[config.mk]
export PLATFORM = sky130hd
export DESIGN_NAME = csr_bank
export DESIGN_NICKNAME = d
export VERILOG_FILES = /design/src/design/csr_pkg.sv /design/src/design/csr_access.sv /design/src/design/csr_trap_regs.sv /design/src/design/csr_counters.sv /design/src/design/csr_bank.sv
export VERILOG_INCLUDE_DIRS = /design/src /design/src/design
export SDC_FILE = /design/constraint.sdc
export NUM_CORES = 1
export LEC_CHECK = 0
export BUFFER_PORTS_ARGS = -buffer_cell sky130_fd_sc_hd__buf_2
export CORE_MARGIN = 3
export CORE_UTILIZATION = 50
export DETAILED_ROUTE_END_ITERATION = 7
export PLACE_DENSITY = 0.71
export REMOVE_ABC_BUFFERS = 1
export SYNTH_ARGS = -nofsm -noshare
export SYNTH_HDL_FRONTEND = slang
export SYNTH_SLANG_ARGS = --single-unit
[constraint.sdc]
create_clock -name clk -period 3.7 [get_ports clk]
set_input_delay 0.74 -clock clk [delete_from_list [all_inputs] [get_ports clk]]
set_output_delay 0.74 -clock clk [all_outputs]
set_load 0.01 [all_outputs]
[src/design/csr_params.svh]
`ifndef CSR_PARAMS_SVH
`define CSR_PARAMS_SVH

`define CSR_XLEN   32
`define CSR_ADDR_W 12

// Machine trap setup and handling
`define CSR_MSTATUS   12'h300
`define CSR_MISA      12'h301
`define CSR_MIE       12'h304
`define CSR_MTVEC     12'h305
`define CSR_MSCRATCH  12'h340
`define CSR_MEPC      12'h341
`define CSR_MCAUSE    12'h342
`define CSR_MTVAL     12'h343
`define CSR_MIP       12'h344

// Machine counters and their user aliases
`define CSR_MCYCLE    12'hB00
`define CSR_MINSTRET  12'hB02
`define CSR_MCYCLEH   12'hB80
`define CSR_MINSTRETH 12'hB82
`define CSR_CYCLE     12'hC00
`define CSR_TIME      12'hC01
`define CSR_INSTRET   12'hC02
`define CSR_CYCLEH    12'hC80
`define CSR_TIMEH     12'hC81
`define CSR_INSTRETH  12'hC82

// Writable bits per register
`define CSR_MASK_MSTATUS 32'h007E19AA
`define CSR_MASK_MISA    32'h00301000
`define CSR_MASK_MIE     32'h00000888
`define CSR_MASK_ALIGN   32'hFFFFFFFC
`define CSR_MASK_FULL    32'hFFFFFFFF

`define CSR_MISA_VALUE   32'h40101100  // MXL=1, U, M, I

// Interrupt bits in mip and mie
`define CSR_IRQ_MSI 3
`define CSR_IRQ_MTI 7
`define CSR_IRQ_MEI 11

`endif

[src/design/csr_pkg.sv]
package csr_pkg;

    typedef enum logic [1:0] {
        WRITE = 2'b01,
        SET   = 2'b10,
        CLEAR = 2'b11
    } csr_op_e;

    typedef enum logic [1:0] {
        USER    = 2'b00,
        MACHINE = 2'b11
    } priv_e;

    typedef enum logic [4:0] {
        INSTRUCTION_ADDRESS_MISALIGNED = 5'd0,
        INSTRUCTION_ACCESS_FAULT       = 5'd1,
        ILLEGAL_INSTRUCTION            = 5'd2,
        BREAKPOINT                     = 5'd3,
        LOAD_ADDRESS_MISALIGNED        = 5'd4,
        LOAD_ACCESS_FAULT              = 5'd5,
        STORE_ADDRESS_MISALIGNED       = 5'd6,
        STORE_ACCESS_FAULT             = 5'd7,
        ECALL_U                        = 5'd8,
        ECALL_M                        = 5'd11
    } exc_code_e;

    typedef enum logic [4:0] {
        M_SW_INT  = 5'd3,
        M_TIM_INT = 5'd7,
        M_EXT_INT = 5'd11
    } irq_code_e;

    // Strobe positions, one per writable register
    localparam int unsigned WSEL_MSTATUS   = 0;
    localparam int unsigned WSEL_MISA      = 1;
    localparam int unsigned WSEL_MIE       = 2;
    localparam int unsigned WSEL_MTVEC     = 3;
    localparam int unsigned WSEL_MSCRATCH  = 4;
    localparam int unsigned WSEL_MEPC      = 5;
    localparam int unsigned WSEL_MCAUSE    = 6;
    localparam int unsigned WSEL_MTVAL     = 7;
    localparam int unsigned WSEL_MCYCLE    = 8;
    localparam int unsigned WSEL_MCYCLEH   = 9;
    localparam int unsigned WSEL_MINSTRET  = 10;
    localparam int unsigned WSEL_MINSTRETH = 11;
    localparam int unsigned WSEL_W         = 12;

    typedef logic [WSEL_W-1:0] csr_wsel_t;

    typedef union packed {
        logic [31:0] raw;
        struct packed {
            logic       sd;
            logic [7:0] wpri_hi;
            logic       tsr;
            logic       tw;
            logic       tvm;
            logic       mxr;
            logic       sum;
            logic       mprv;
            logic [1:0] xs;
            logic [1:0] fs;
            logic [1:0] mpp;
            logic [1:0] vs;
            logic       spp;
            logic       mpie;
            logic       ube;
            logic       spie;
            logic       wpri4;
            logic       mie;
            logic       wpri2;
            logic       sie;
            logic       wpri0;
        } fields;
    } mstatus_u;

endpackage

[src/design/csr_access.sv]
`timescale 1ns/1ps
`include "csr_params.svh"

module csr_access (
    input  logic [`CSR_ADDR_W-1:0] addr_i,
    input  csr_pkg::csr_op_e       op_i,
    input  logic [`CSR_XLEN-1:0]   wdata_i,
    input  logic                   read_en_i,
    input  logic                   write_en_i,
    input  logic                   killed_i,
    input  logic [`CSR_XLEN-1:0]   mstatus_i,
    input  logic [`CSR_XLEN-1:0]   misa_i,
    input  logic [`CSR_XLEN-1:0]   mie_i,
    input  logic [`CSR_XLEN-1:0]   mip_i,
    input  logic [`CSR_XLEN-1:0]   mtvec_i,
    input  logic [`CSR_XLEN-1:0]   mscratch_i,
    input  logic [`CSR_XLEN-1:0]   mepc_i,
    input  logic [`CSR_XLEN-1:0]   mcause_i,
    input  logic [`CSR_XLEN-1:0]   mtval_i,
    input  logic [63:0]            mcycle_i,
    input  logic [63:0]            minstret_i,
    input  logic [63:0]            mtime_i,
    output logic [`CSR_XLEN-1:0]   wr_data_o,
    output csr_pkg::csr_wsel_t     wsel_o,
    output logic [`CSR_XLEN-1:0]   rdata_o
);
    import csr_pkg::*;

    logic [`CSR_XLEN-1:0] cur_val;
    logic [`CSR_XLEN-1:0] wmask;
    logic [`CSR_XLEN-1:0] masked_data;
    csr_wsel_t            wsel_dec;
    logic                 read_allowed;
    logic                 write_allowed;

    assign read_allowed  = read_en_i && !killed_i;
    assign write_allowed = write_en_i && !killed_i;

    //////////////////////////////////////////////////
    // Current value, also the read data
    //////////////////////////////////////////////////
    always_comb begin
        case (addr_i)
            `CSR_MSTATUS:   cur_val = mstatus_i;
            `CSR_MISA:      cur_val = misa_i;
            `CSR_MIE:       cur_val = mie_i;
            `CSR_MIP:       cur_val = mip_i;
            `CSR_MTVEC:     cur_val = mtvec_i;
            `CSR_MSCRATCH:  cur_val = mscratch_i;
            `CSR_MEPC:      cur_val = mepc_i;
            `CSR_MCAUSE:    cur_val = mcause_i;
            `CSR_MTVAL:     cur_val = mtval_i;
            `CSR_MCYCLE,
            `CSR_CYCLE:     cur_val = mcycle_i[31:0];
            `CSR_MCYCLEH,
            `CSR_CYCLEH:    cur_val = mcycle_i[63:32];
            `CSR_MINSTRET,
            `CSR_INSTRET:   cur_val = minstret_i[31:0];
            `CSR_MINSTRETH,
            `CSR_INSTRETH:  cur_val = minstret_i[63:32];
            `CSR_TIME:      cur_val = mtime_i[31:0];
            `CSR_TIMEH:     cur_val = mtime_i[63:32];
            default:        cur_val = '0;  // ID registers land here
        endcase
    end

    // Writable bits, zero for read-only addresses
    always_comb begin
        case (addr_i)
            `CSR_MSTATUS:   wmask = `CSR_MASK_MSTATUS;
            `CSR_MISA:      wmask = `CSR_MASK_MISA;
            `CSR_MIE:       wmask = `CSR_MASK_MIE;
            `CSR_MTVEC,
            `CSR_MEPC:      wmask = `CSR_MASK_ALIGN;
            `CSR_MSCRATCH, `CSR_MCAUSE, `CSR_MTVAL,
            `CSR_MCYCLE, `CSR_MCYCLEH,
            `CSR_MINSTRET, `CSR_MINSTRETH:
                            wmask = `CSR_MASK_FULL;
            default:        wmask = '0;
        endcase
    end

    always_comb begin
        wsel_dec = '0;
        case (addr_i)
            `CSR_MSTATUS:   wsel_dec[WSEL_MSTATUS]   = 1'b1;
            `CSR_MISA:      wsel_dec[WSEL_MISA]      = 1'b1;
            `CSR_MIE:       wsel_dec[WSEL_MIE]       = 1'b1;
            `CSR_MTVEC:     wsel_dec[WSEL_MTVEC]     = 1'b1;
            `CSR_MSCRATCH:  wsel_dec[WSEL_MSCRATCH]  = 1'b1;
            `CSR_MEPC:      wsel_dec[WSEL_MEPC]      = 1'b1;
            `CSR_MCAUSE:    wsel_dec[WSEL_MCAUSE]    = 1'b1;
            `CSR_MTVAL:     wsel_dec[WSEL_MTVAL]     = 1'b1;
            `CSR_MCYCLE:    wsel_dec[WSEL_MCYCLE]    = 1'b1;
            `CSR_MCYCLEH:   wsel_dec[WSEL_MCYCLEH]   = 1'b1;
            `CSR_MINSTRET:  wsel_dec[WSEL_MINSTRET]  = 1'b1;
            `CSR_MINSTRETH: wsel_dec[WSEL_MINSTRETH] = 1'b1;
            default: ;
        endcase
    end

    //////////////////////////////////////////////////
    // Operation
    //////////////////////////////////////////////////
    assign masked_data = wdata_i & wmask;

    always_comb begin
        case (op_i)
            WRITE:   wr_data_o = (cur_val & ~wmask) | masked_data;
            SET:     wr_data_o = cur_val | masked_data;
            CLEAR:   wr_data_o = cur_val & ~masked_data;
            default: wr_data_o = cur_val;
        endcase
    end

    assign wsel_o  = write_allowed ? wsel_dec : '0;
    assign rdata_o = read_allowed ? cur_val : '0;

endmodule

[src/design/csr_trap_regs.sv]
`timescale 1ns/1ps
`include "csr_params.svh"

module csr_trap_regs (
    input  logic                 clk,
    input  logic                 reset_n,
    input  logic [`CSR_XLEN-1:0] wr_data_i,
    input  csr_pkg::csr_wsel_t   wsel_i,
    input  logic                 raise_exception_i,
    input  csr_pkg::exc_code_e   exception_code_i,
    input  logic [`CSR_XLEN-1:0] pc_i,
    input  logic [`CSR_XLEN-1:0] instruction_i,
    input  logic                 machine_return_i,
    input  logic                 irq_ack_i,
    input  logic                 jump_i,
    input  logic [`CSR_XLEN-1:0] jump_target_i,
    input  logic [`CSR_XLEN-1:0] irq_i,
    output logic [`CSR_XLEN-1:0] mstatus_o,
    output logic [`CSR_XLEN-1:0] misa_o,
    output logic [`CSR_XLEN-1:0] mie_o,
    output logic [`CSR_XLEN-1:0] mip_o,
    output logic [`CSR_XLEN-1:0] mtvec_o,
    output logic [`CSR_XLEN-1:0] mscratch_o,
    output logic [`CSR_XLEN-1:0] mepc_o,
    output logic [`CSR_XLEN-1:0] mcause_o,
    output logic [`CSR_XLEN-1:0] mtval_o,
    output csr_pkg::priv_e       privilege_o,
    output logic                 irq_pending_o
);
    import csr_pkg::*;

    // Stored mstatus fields
    logic       st_mie;
    logic       st_mpie;
    logic [1:0] st_mpp;
    logic       st_sum;
    logic       st_tvm;
    logic       st_tw;
    logic       st_tsr;
    mstatus_u   status_rd;
    mstatus_u   status_wr;

    logic [`CSR_XLEN-1:0] irq_active;
    logic                 irq_take;
    irq_code_e            irq_code;
    irq_code_e            irq_code_nxt;

    always_comb begin
        status_rd             = '0;
        status_rd.fields.mie  = st_mie;
        status_rd.fields.mpie = st_mpie;
        status_rd.fields.mpp  = st_mpp;
        status_rd.fields.sum  = st_sum;
        status_rd.fields.tvm  = st_tvm;
        status_rd.fields.tw   = st_tw;
        status_rd.fields.tsr  = st_tsr;
    end

    assign status_wr.raw = wr_data_i;
    assign mstatus_o     = status_rd.raw;

    //////////////////////////////////////////////////
    // Trap events and CSR writes
    //////////////////////////////////////////////////
    always_ff @(posedge clk or negedge reset_n) begin
        if (!reset_n) begin
            st_mie      <= 1'b0;
            st_mpie     <= 1'b0;
            st_mpp      <= 2'b00;
            st_sum      <= 1'b0;
            st_tvm      <= 1'b0;
            st_tw       <= 1'b0;
            st_tsr      <= 1'b0;
            misa_o      <= `CSR_MISA_VALUE;
            mie_o       <= '0;
            mtvec_o     <= '0;
            mscratch_o  <= '0;
            mepc_o      <= '0;
            mcause_o    <= '0;
            mtval_o     <= '0;
            privilege_o <= MACHINE;
        end else if (machine_return_i) begin
            st_mie      <= st_mpie;
            privilege_o <= priv_e'(st_mpp);
        end else if (raise_exception_i || irq_ack_i) begin
            st_mpp      <= privilege_o;  // Trap entry, common part
            st_mpie     <= st_mie;
            st_mie      <= 1'b0;
            privilege_o <= MACHINE;
            if (raise_exception_i) begin
                mepc_o   <= pc_i;
                mcause_o <= {1'b0, 26'd0, exception_code_i};
                mtval_o  <= (exception_code_i == ILLEGAL_INSTRUCTION) ? instruction_i : pc_i;
            end else begin
                mcause_o <= {1'b1, 26'd0, irq_code};
                // Current instruction retires, so return to the next one
                mepc_o   <= jump_i ? jump_target_i : pc_i + 32'd4;
            end
        end else begin
            if (wsel_i[WSEL_MSTATUS]) begin
                st_mie  <= status_wr.fields.mie;
                st_mpie <= status_wr.fields.mpie;
                st_mpp  <= status_wr.fields.mpp;
                st_sum  <= status_wr.fields.sum;
                st_tvm  <= status_wr.fields.tvm;
                st_tw   <= status_wr.fields.tw;
                st_tsr  <= status_wr.fields.tsr;
            end
            if (wsel_i[WSEL_MISA])     misa_o     <= wr_data_i;
            if (wsel_i[WSEL_MIE])      mie_o      <= wr_data_i;
            if (wsel_i[WSEL_MTVEC])    mtvec_o    <= wr_data_i;
            if (wsel_i[WSEL_MSCRATCH]) mscratch_o <= wr_data_i;
            if (wsel_i[WSEL_MEPC])     mepc_o     <= wr_data_i;
            if (wsel_i[WSEL_MCAUSE])   mcause_o   <= wr_data_i;
            if (wsel_i[WSEL_MTVAL])    mtval_o    <= wr_data_i;
        end
    end

    //////////////////////////////////////////////////
    // Interrupt detection
    //////////////////////////////////////////////////
    always_ff @(posedge clk or negedge reset_n) begin
        if (!reset_n) begin
            mip_o <= '0;
        end else begin
            mip_o <= irq_i;  // Sampled every edge
        end
    end

    assign irq_active = mie_o & mip_o;
    assign irq_take   = st_mie && (irq_active != '0) && !irq_ack_i;

    // External first, then software, then timer
    always_comb begin
        if (irq_active[`CSR_IRQ_MEI]) begin
            irq_code_nxt = M_EXT_INT;
        end else if (irq_active[`CSR_IRQ_MSI]) begin
            irq_code_nxt = M_SW_INT;
        end else begin
            irq_code_nxt = M_TIM_INT;
        end
    end

    always_ff @(posedge clk or negedge reset_n) begin
        if (!reset_n) begin
            irq_pending_o <= 1'b0;
        end else begin
            irq_pending_o <= irq_take;
        end
    end

    // Held for mcause on the acknowledge
    always_ff @(posedge clk or negedge reset_n) begin
        if (!reset_n) begin
            irq_code <= M_TIM_INT;
        end else if (irq_take) begin
            irq_code <= irq_code_nxt;
        end
    end

endmodule

[src/design/csr_counters.sv]
`timescale 1ns/1ps
`include "csr_params.svh"

module csr_counters (
    input  logic                 clk,
    input  logic                 reset_n,
    input  logic                 killed_i,
    input  logic [`CSR_XLEN-1:0] wr_data_i,
    input  csr_pkg::csr_wsel_t   wsel_i,
    output logic [63:0]          mcycle_o,
    output logic [63:0]          minstret_o
);
    import csr_pkg::*;

    // Increment, then overwrite whichever half is written
    function automatic logic [63:0] count_next(
        input logic [63:0]          count,
        input logic                 step,
        input logic                 wr_lo,
        input logic                 wr_hi,
        input logic [`CSR_XLEN-1:0] data
    );
        logic [63:0] nxt;
        nxt = count + {63'd0, step};
        if (wr_lo) begin
            nxt[31:0] = data;
        end
        if (wr_hi) begin
            nxt[63:32] = data;
        end
        return nxt;
    endfunction

    //////////////////////////////////////////////////
    // mcycle and minstret
    //////////////////////////////////////////////////
    always_ff @(posedge clk or negedge reset_n) begin
        if (!reset_n) begin
            mcycle_o   <= '0;
            minstret_o <= '0;
        end else begin
            mcycle_o   <= count_next(mcycle_o, 1'b1,
                                     wsel_i[WSEL_MCYCLE], wsel_i[WSEL_MCYCLEH], wr_data_i);
            minstret_o <= count_next(minstret_o, !killed_i,  // Retired only
                                     wsel_i[WSEL_MINSTRET], wsel_i[WSEL_MINSTRETH], wr_data_i);
        end
    end

endmodule

[src/design/csr_bank.sv]
`timescale 1ns/1ps
`include "csr_params.svh"

module csr_bank (
    input  logic                   clk,
    input  logic                   reset_n,
    input  logic                   read_en_i,
    input  logic                   write_en_i,
    input  logic                   killed_i,
    input  csr_pkg::csr_op_e       op_i,
    input  logic [`CSR_ADDR_W-1:0] addr_i,
    input  logic [`CSR_XLEN-1:0]   wdata_i,
    output logic [`CSR_XLEN-1:0]   rdata_o,
    input  logic                   raise_exception_i,
    input  csr_pkg::exc_code_e     exception_code_i,
    input  logic [`CSR_XLEN-1:0]   pc_i,
    input  logic [`CSR_XLEN-1:0]   instruction_i,
    input  logic                   machine_return_i,
    input  logic                   jump_i,
    input  logic [`CSR_XLEN-1:0]   jump_target_i,
    input  logic [63:0]            mtime_i,
    input  logic [`CSR_XLEN-1:0]   irq_i,
    input  logic                   irq_ack_i,
    output logic                   irq_pending_o,
    output csr_pkg::priv_e         privilege_o,
    output logic [`CSR_XLEN-1:0]   mepc_o,
    output logic [`CSR_XLEN-1:0]   mtvec_o
);
    import csr_pkg::*;

    logic [`CSR_XLEN-1:0] wr_data;
    csr_wsel_t            wsel;
    logic [`CSR_XLEN-1:0] mstatus, misa, mie, mip, mscratch, mcause, mtval;
    logic [63:0]          mcycle, minstret;

    csr_access csr_access_inst (
        .addr_i      (addr_i),
        .op_i        (op_i),
        .wdata_i     (wdata_i),
        .read_en_i   (read_en_i),
        .write_en_i  (write_en_i),
        .killed_i    (killed_i),
        .mstatus_i   (mstatus),
        .misa_i      (misa),
        .mie_i       (mie),
        .mip_i       (mip),
        .mtvec_i     (mtvec_o),
        .mscratch_i  (mscratch),
        .mepc_i      (mepc_o),
        .mcause_i    (mcause),
        .mtval_i     (mtval),
        .mcycle_i    (mcycle),
        .minstret_i  (minstret),
        .mtime_i     (mtime_i),
        .wr_data_o   (wr_data),
        .wsel_o      (wsel),
        .rdata_o     (rdata_o)
    );

    csr_trap_regs csr_trap_regs_inst (
        .clk               (clk),
        .reset_n           (reset_n),
        .wr_data_i         (wr_data),
        .wsel_i            (wsel),
        .raise_exception_i (raise_exception_i),
        .exception_code_i  (exception_code_i),
        .pc_i              (pc_i),
        .instruction_i     (instruction_i),
        .machine_return_i  (machine_return_i),
        .irq_ack_i         (irq_ack_i),
        .jump_i            (jump_i),
        .jump_target_i     (jump_target_i),
        .irq_i             (irq_i),
        .mstatus_o         (mstatus),
        .misa_o            (misa),
        .mie_o             (mie),
        .mip_o             (mip),
        .mtvec_o           (mtvec_o),
        .mscratch_o        (mscratch),
        .mepc_o            (mepc_o),
        .mcause_o          (mcause),
        .mtval_o           (mtval),
        .privilege_o       (privilege_o),
        .irq_pending_o     (irq_pending_o)
    );

    csr_counters csr_counters_inst (
        .clk        (clk),
        .reset_n    (reset_n),
        .killed_i   (killed_i),
        .wr_data_i  (wr_data),
        .wsel_i     (wsel),
        .mcycle_o   (mcycle),
        .minstret_o (minstret)
    );

endmodule

==> results.md <==
* Wire length of the first global-routing pass at about 170 mm
* Worst hold path type: input pin to asynchronous set/reset pin
* Placed cell count at ~3800
* Die ar. at roughly 0.051 mm2
* Core box area at roughly 0.047 mm2
* PwrDens at 352 mW/mm2
* Post-Place Setup Slack at -216 ps
* Port-buffer cells at 350
* Synth cell types at 96
* Slew margin rel. at a little over a fifth
* Leak at 13.4 nW
* Fin crit share at 100%
* Met3 routed WL at around 15 mm
* Yosys warnings at 0
* Status: finished with violations
* Top Ports at 351
* Seq/Total Area, Yosys at 41.5%
* Mapped Area at about 0.024 mm2
* Vias in the first global route at 25200
* Final cell count without fillers at just under 4000
* Final Hold Fails at 0
* Final Skew at between 50 and 60 ps
* Final setup viols at 4
* Avg WL per Cell at between 30 and 40 um
* Metal2 WL at approximately 51 mm
* Final wirelength at between 100 and 150 mm
* Cts bufs inserted at 44
* Fillers at between 3000 and 4000
* Synthesized instance count at 2695
* CP Capture Type: primary output
* Drt first-iter violations at 3426
* Worst Hold Slack at 236 ps
* Final worst slack at -18.4 ps
* Critical Path RT at 2960 ps
* Post-DP HPWL at 91.9 mm
* Syn-to-layout area delta at 28.1%
* Pin count of the biggest net entering global routing at approximately 110
* FFs w/ async S/R, synth at between 90% and 100%
* Layout cells sized above 1 at a little under 30%
* Crit path launch type: input pin
* Final slew viol count at 0
* Top_reg_cell synth: dfrtp_1
* Initial antenna violation count at 5
* Hold buffers post-CTS at 0
* Vias/cell at about 6.7
* Syn Area/Cell at a little under 9 um2
* M1 WL at between 40 and 50 mm
* Clk root buf: clkbuf_16
* WP data arrival at slightly below 3000 ps
* Clock-pin slew on the worst setup and hold paths at approximately 80 ps
* Slew @ Worst Pin at roughly 1200 ps
* Final Critical Period at about 3700 ps
* Max Fclk at 269 MHz
* Pre-antenna DRT Iters at 8
* Worst-path fanout max at 13
* Routability cong. at between 1 and 1.5
* Clock Latency Late Sink at roughly 600 ps
* Max Cap Violations at 0
* Via Count at about 26000
* Die H at around 220 um
* Final Util at between 60 and 70%
* Setup CP Type: input pin to primary output
* CTS tree: done
* Worst reg-to-reg path cell count at 9
* # DRC at 4
* Clock buffer depth at 3
* Rows at between 70 and 80
* Clock sinks at between 300 and 400
* Remaining Overflow, GRT at 0
* Antenna viol nets, final at 0
* Die X at around 220 um
* Top Metal Used: met5
* Initial Util at just over 50%
* IR drop worst, VDD at roughly 0.37 mV
* Number of synthesized flops with an enable pin at 0
* Setup_tns at -55.3 ps
* Failing checks: design-rule violations, negative setup slack
* Total track usage at 45.6%
* Final net count at roughly 3500
* RSZ-0062 raised after global routing: yes
* CTS HTree Levels at 2
* #FFs+latches synth at ~400
[area by class of cell]
cell class / instances / area [um2] / share of cell area, %
inverters: 28 / 105 / 0.343
clock buffers: 65 / 1300 / 4.24
repair buffers: 746 / 5230 / 17.1
diodes: 3 / 7.51 / 0.0245
well taps: 607 / 759 / 2.48
multi-input cells: 2054 / 13200 / 43.0
clock inverters: 13 / 135 / 0.441
flip-flops and latches: 397 / 9940 / 32.4
[state kept, by name (all words and copies together), names as in the netlist, 2 cells and up]
| name | count |
|---|---|
| csr_trap_regs_inst.mepc_o | 32 |
| csr_trap_regs_inst.privilege_o | 2 |
| csr_trap_regs_inst.mcause_o | 32 |
| csr_trap_regs_inst.mscratch_o | 32 |
| csr_trap_regs_inst.st_mpp | 2 |
| csr_trap_regs_inst.irq_code | 2 |
| csr_trap_regs_inst.mtval_o | 32 |
| csr_trap_regs_inst.mie_o | 32 |
| csr_counters_inst.minstret_o | 64 |
| csr_trap_regs_inst.mip_o | 32 |
| csr_counters_inst.mcycle_o | 64 |
| csr_trap_regs_inst.misa_o | 32 |
| csr_trap_regs_inst.mtvec_o | 32 |
[routing by layer]
layer	GRT usage, %	vias to the layer above
li1	-	11000
met1	59.8	12700
met2	68.9	2052
met3	12.6	471
met4	24.3	4
met5	0	-
[final timing paths]
| kind | startpoint | to | slack [ps] |
|---|---|---|---|
| max | addr_i[1] | rdata_o[19] | -20 |
| min | reset_n | csr_counters_inst.mcycle_o[32] | 240 |
| max reg2reg | csr_trap_regs_inst.mcause_o[15] | csr_trap_regs_inst.mepc_o[15] | 800 |
| min reg2reg | csr_trap_regs_inst.mscratch_o[27] | csr_trap_regs_inst.mscratch_o[27] | 480 |
| max in group asynchronous | reset_n | csr_trap_regs_inst.misa_o[30] | 2480 |
| min in group clk | irq_i[12] | csr_trap_regs_inst.mip_o[12] | 240 |
[cell usage after synthesis, types with 7 or more instances]
cell         n  area, um2
nand2b_1     7       43.8
nor4_1      11       68.8
o22ai_1     33        206
nor2_1     197        739
o21a_1       9       67.6
o211ai_1    17        128
and3_1      50        313
nand3_1    106        531
nor2b_1     15       93.8
mux2i_1    107       1070
a22o_1      24        210
nor3b_1      9       67.6
buf_4        8       60.1
a21oi_1    169        846
buf_2       56        280
o2bb2ai_1    7       61.3
a22oi_1     98        736
and2_1       9       56.3
xor2_1      65        569
xnor2_1     67        587
a32oi_1     10       87.6
o221ai_1     9       78.8
and4_1      14        123
o31ai_1      8       60.1
a31oi_1     15       93.8
a221oi_1    27        236
a222oi_1    10        100
ha_1         7       87.6
a211oi_1     9       67.6
nor3_1      73        365
a2bb2oi_1    9       78.8
o21ai_1     21        105
clkbuf_1   135        507
nand4_1     40        250
dfrtp_1    390       9760
buf_1       10       37.5
dfstp_2      7        184
o21ai_0    240       1200
inv_1       28        105
nand2_1    338       1270
a221o_1     14        140
mux2_2      81        912
[worst max-delay path, stage by stage]
cell      delay, ps
buf_8           130
buf_12          150
and4bb_2        270
buf_8           140
and3_4          170
buf_6           140
a222oi_1        600
nand3_1         240
nor2b_1         190
buf_2           200
[cells in the final DEF (no fill, tap or decap), types with 81 or more instances in the layout]
cell / n
a21oi_1: 168
a22oi_1: 97
buf_2: 341
buf_4: 360
dfrtp_1: 390
mux2_2: 81
mux2i_1: 106
nand2_1: 335
nand3_1: 104
nor2_1: 194
o21ai_0: 239
[cell families after synthesis]
group           synth area share, %
mux                            8.38
compound gates                 21.8
xor+xnor                       4.83
buf+inv                        4.41
flops                          41.5
fa+ha+maj                     0.366
simple gates                   18.7
[stage by stage]
stage | total power, mW | instance area, um2
floorplan | 5.39 | 23000
global placement | 6.30 | 29000
detailed placement | 6.34 | 29000
CTS | 10.7 | 30500
global route | 11.1 | 30700
finish | 10.8 | 30700
[report_power, final]
part / internal (mW) / switching, mW
sequential: 4.55 / 0.322
clock: 2.51 / 1.91
combinational: 0.603 / 0.881
[repair_timing]
item,4_1_cts,5_1_grt
setup buffers,3,1
endpoints found under the hold margin,0,0
resized for setup,19,33
endpoints found under the setup margin,26,20
gates cloned,0,0
pin swaps,3,4
Power figures use the tool's default switching activity.
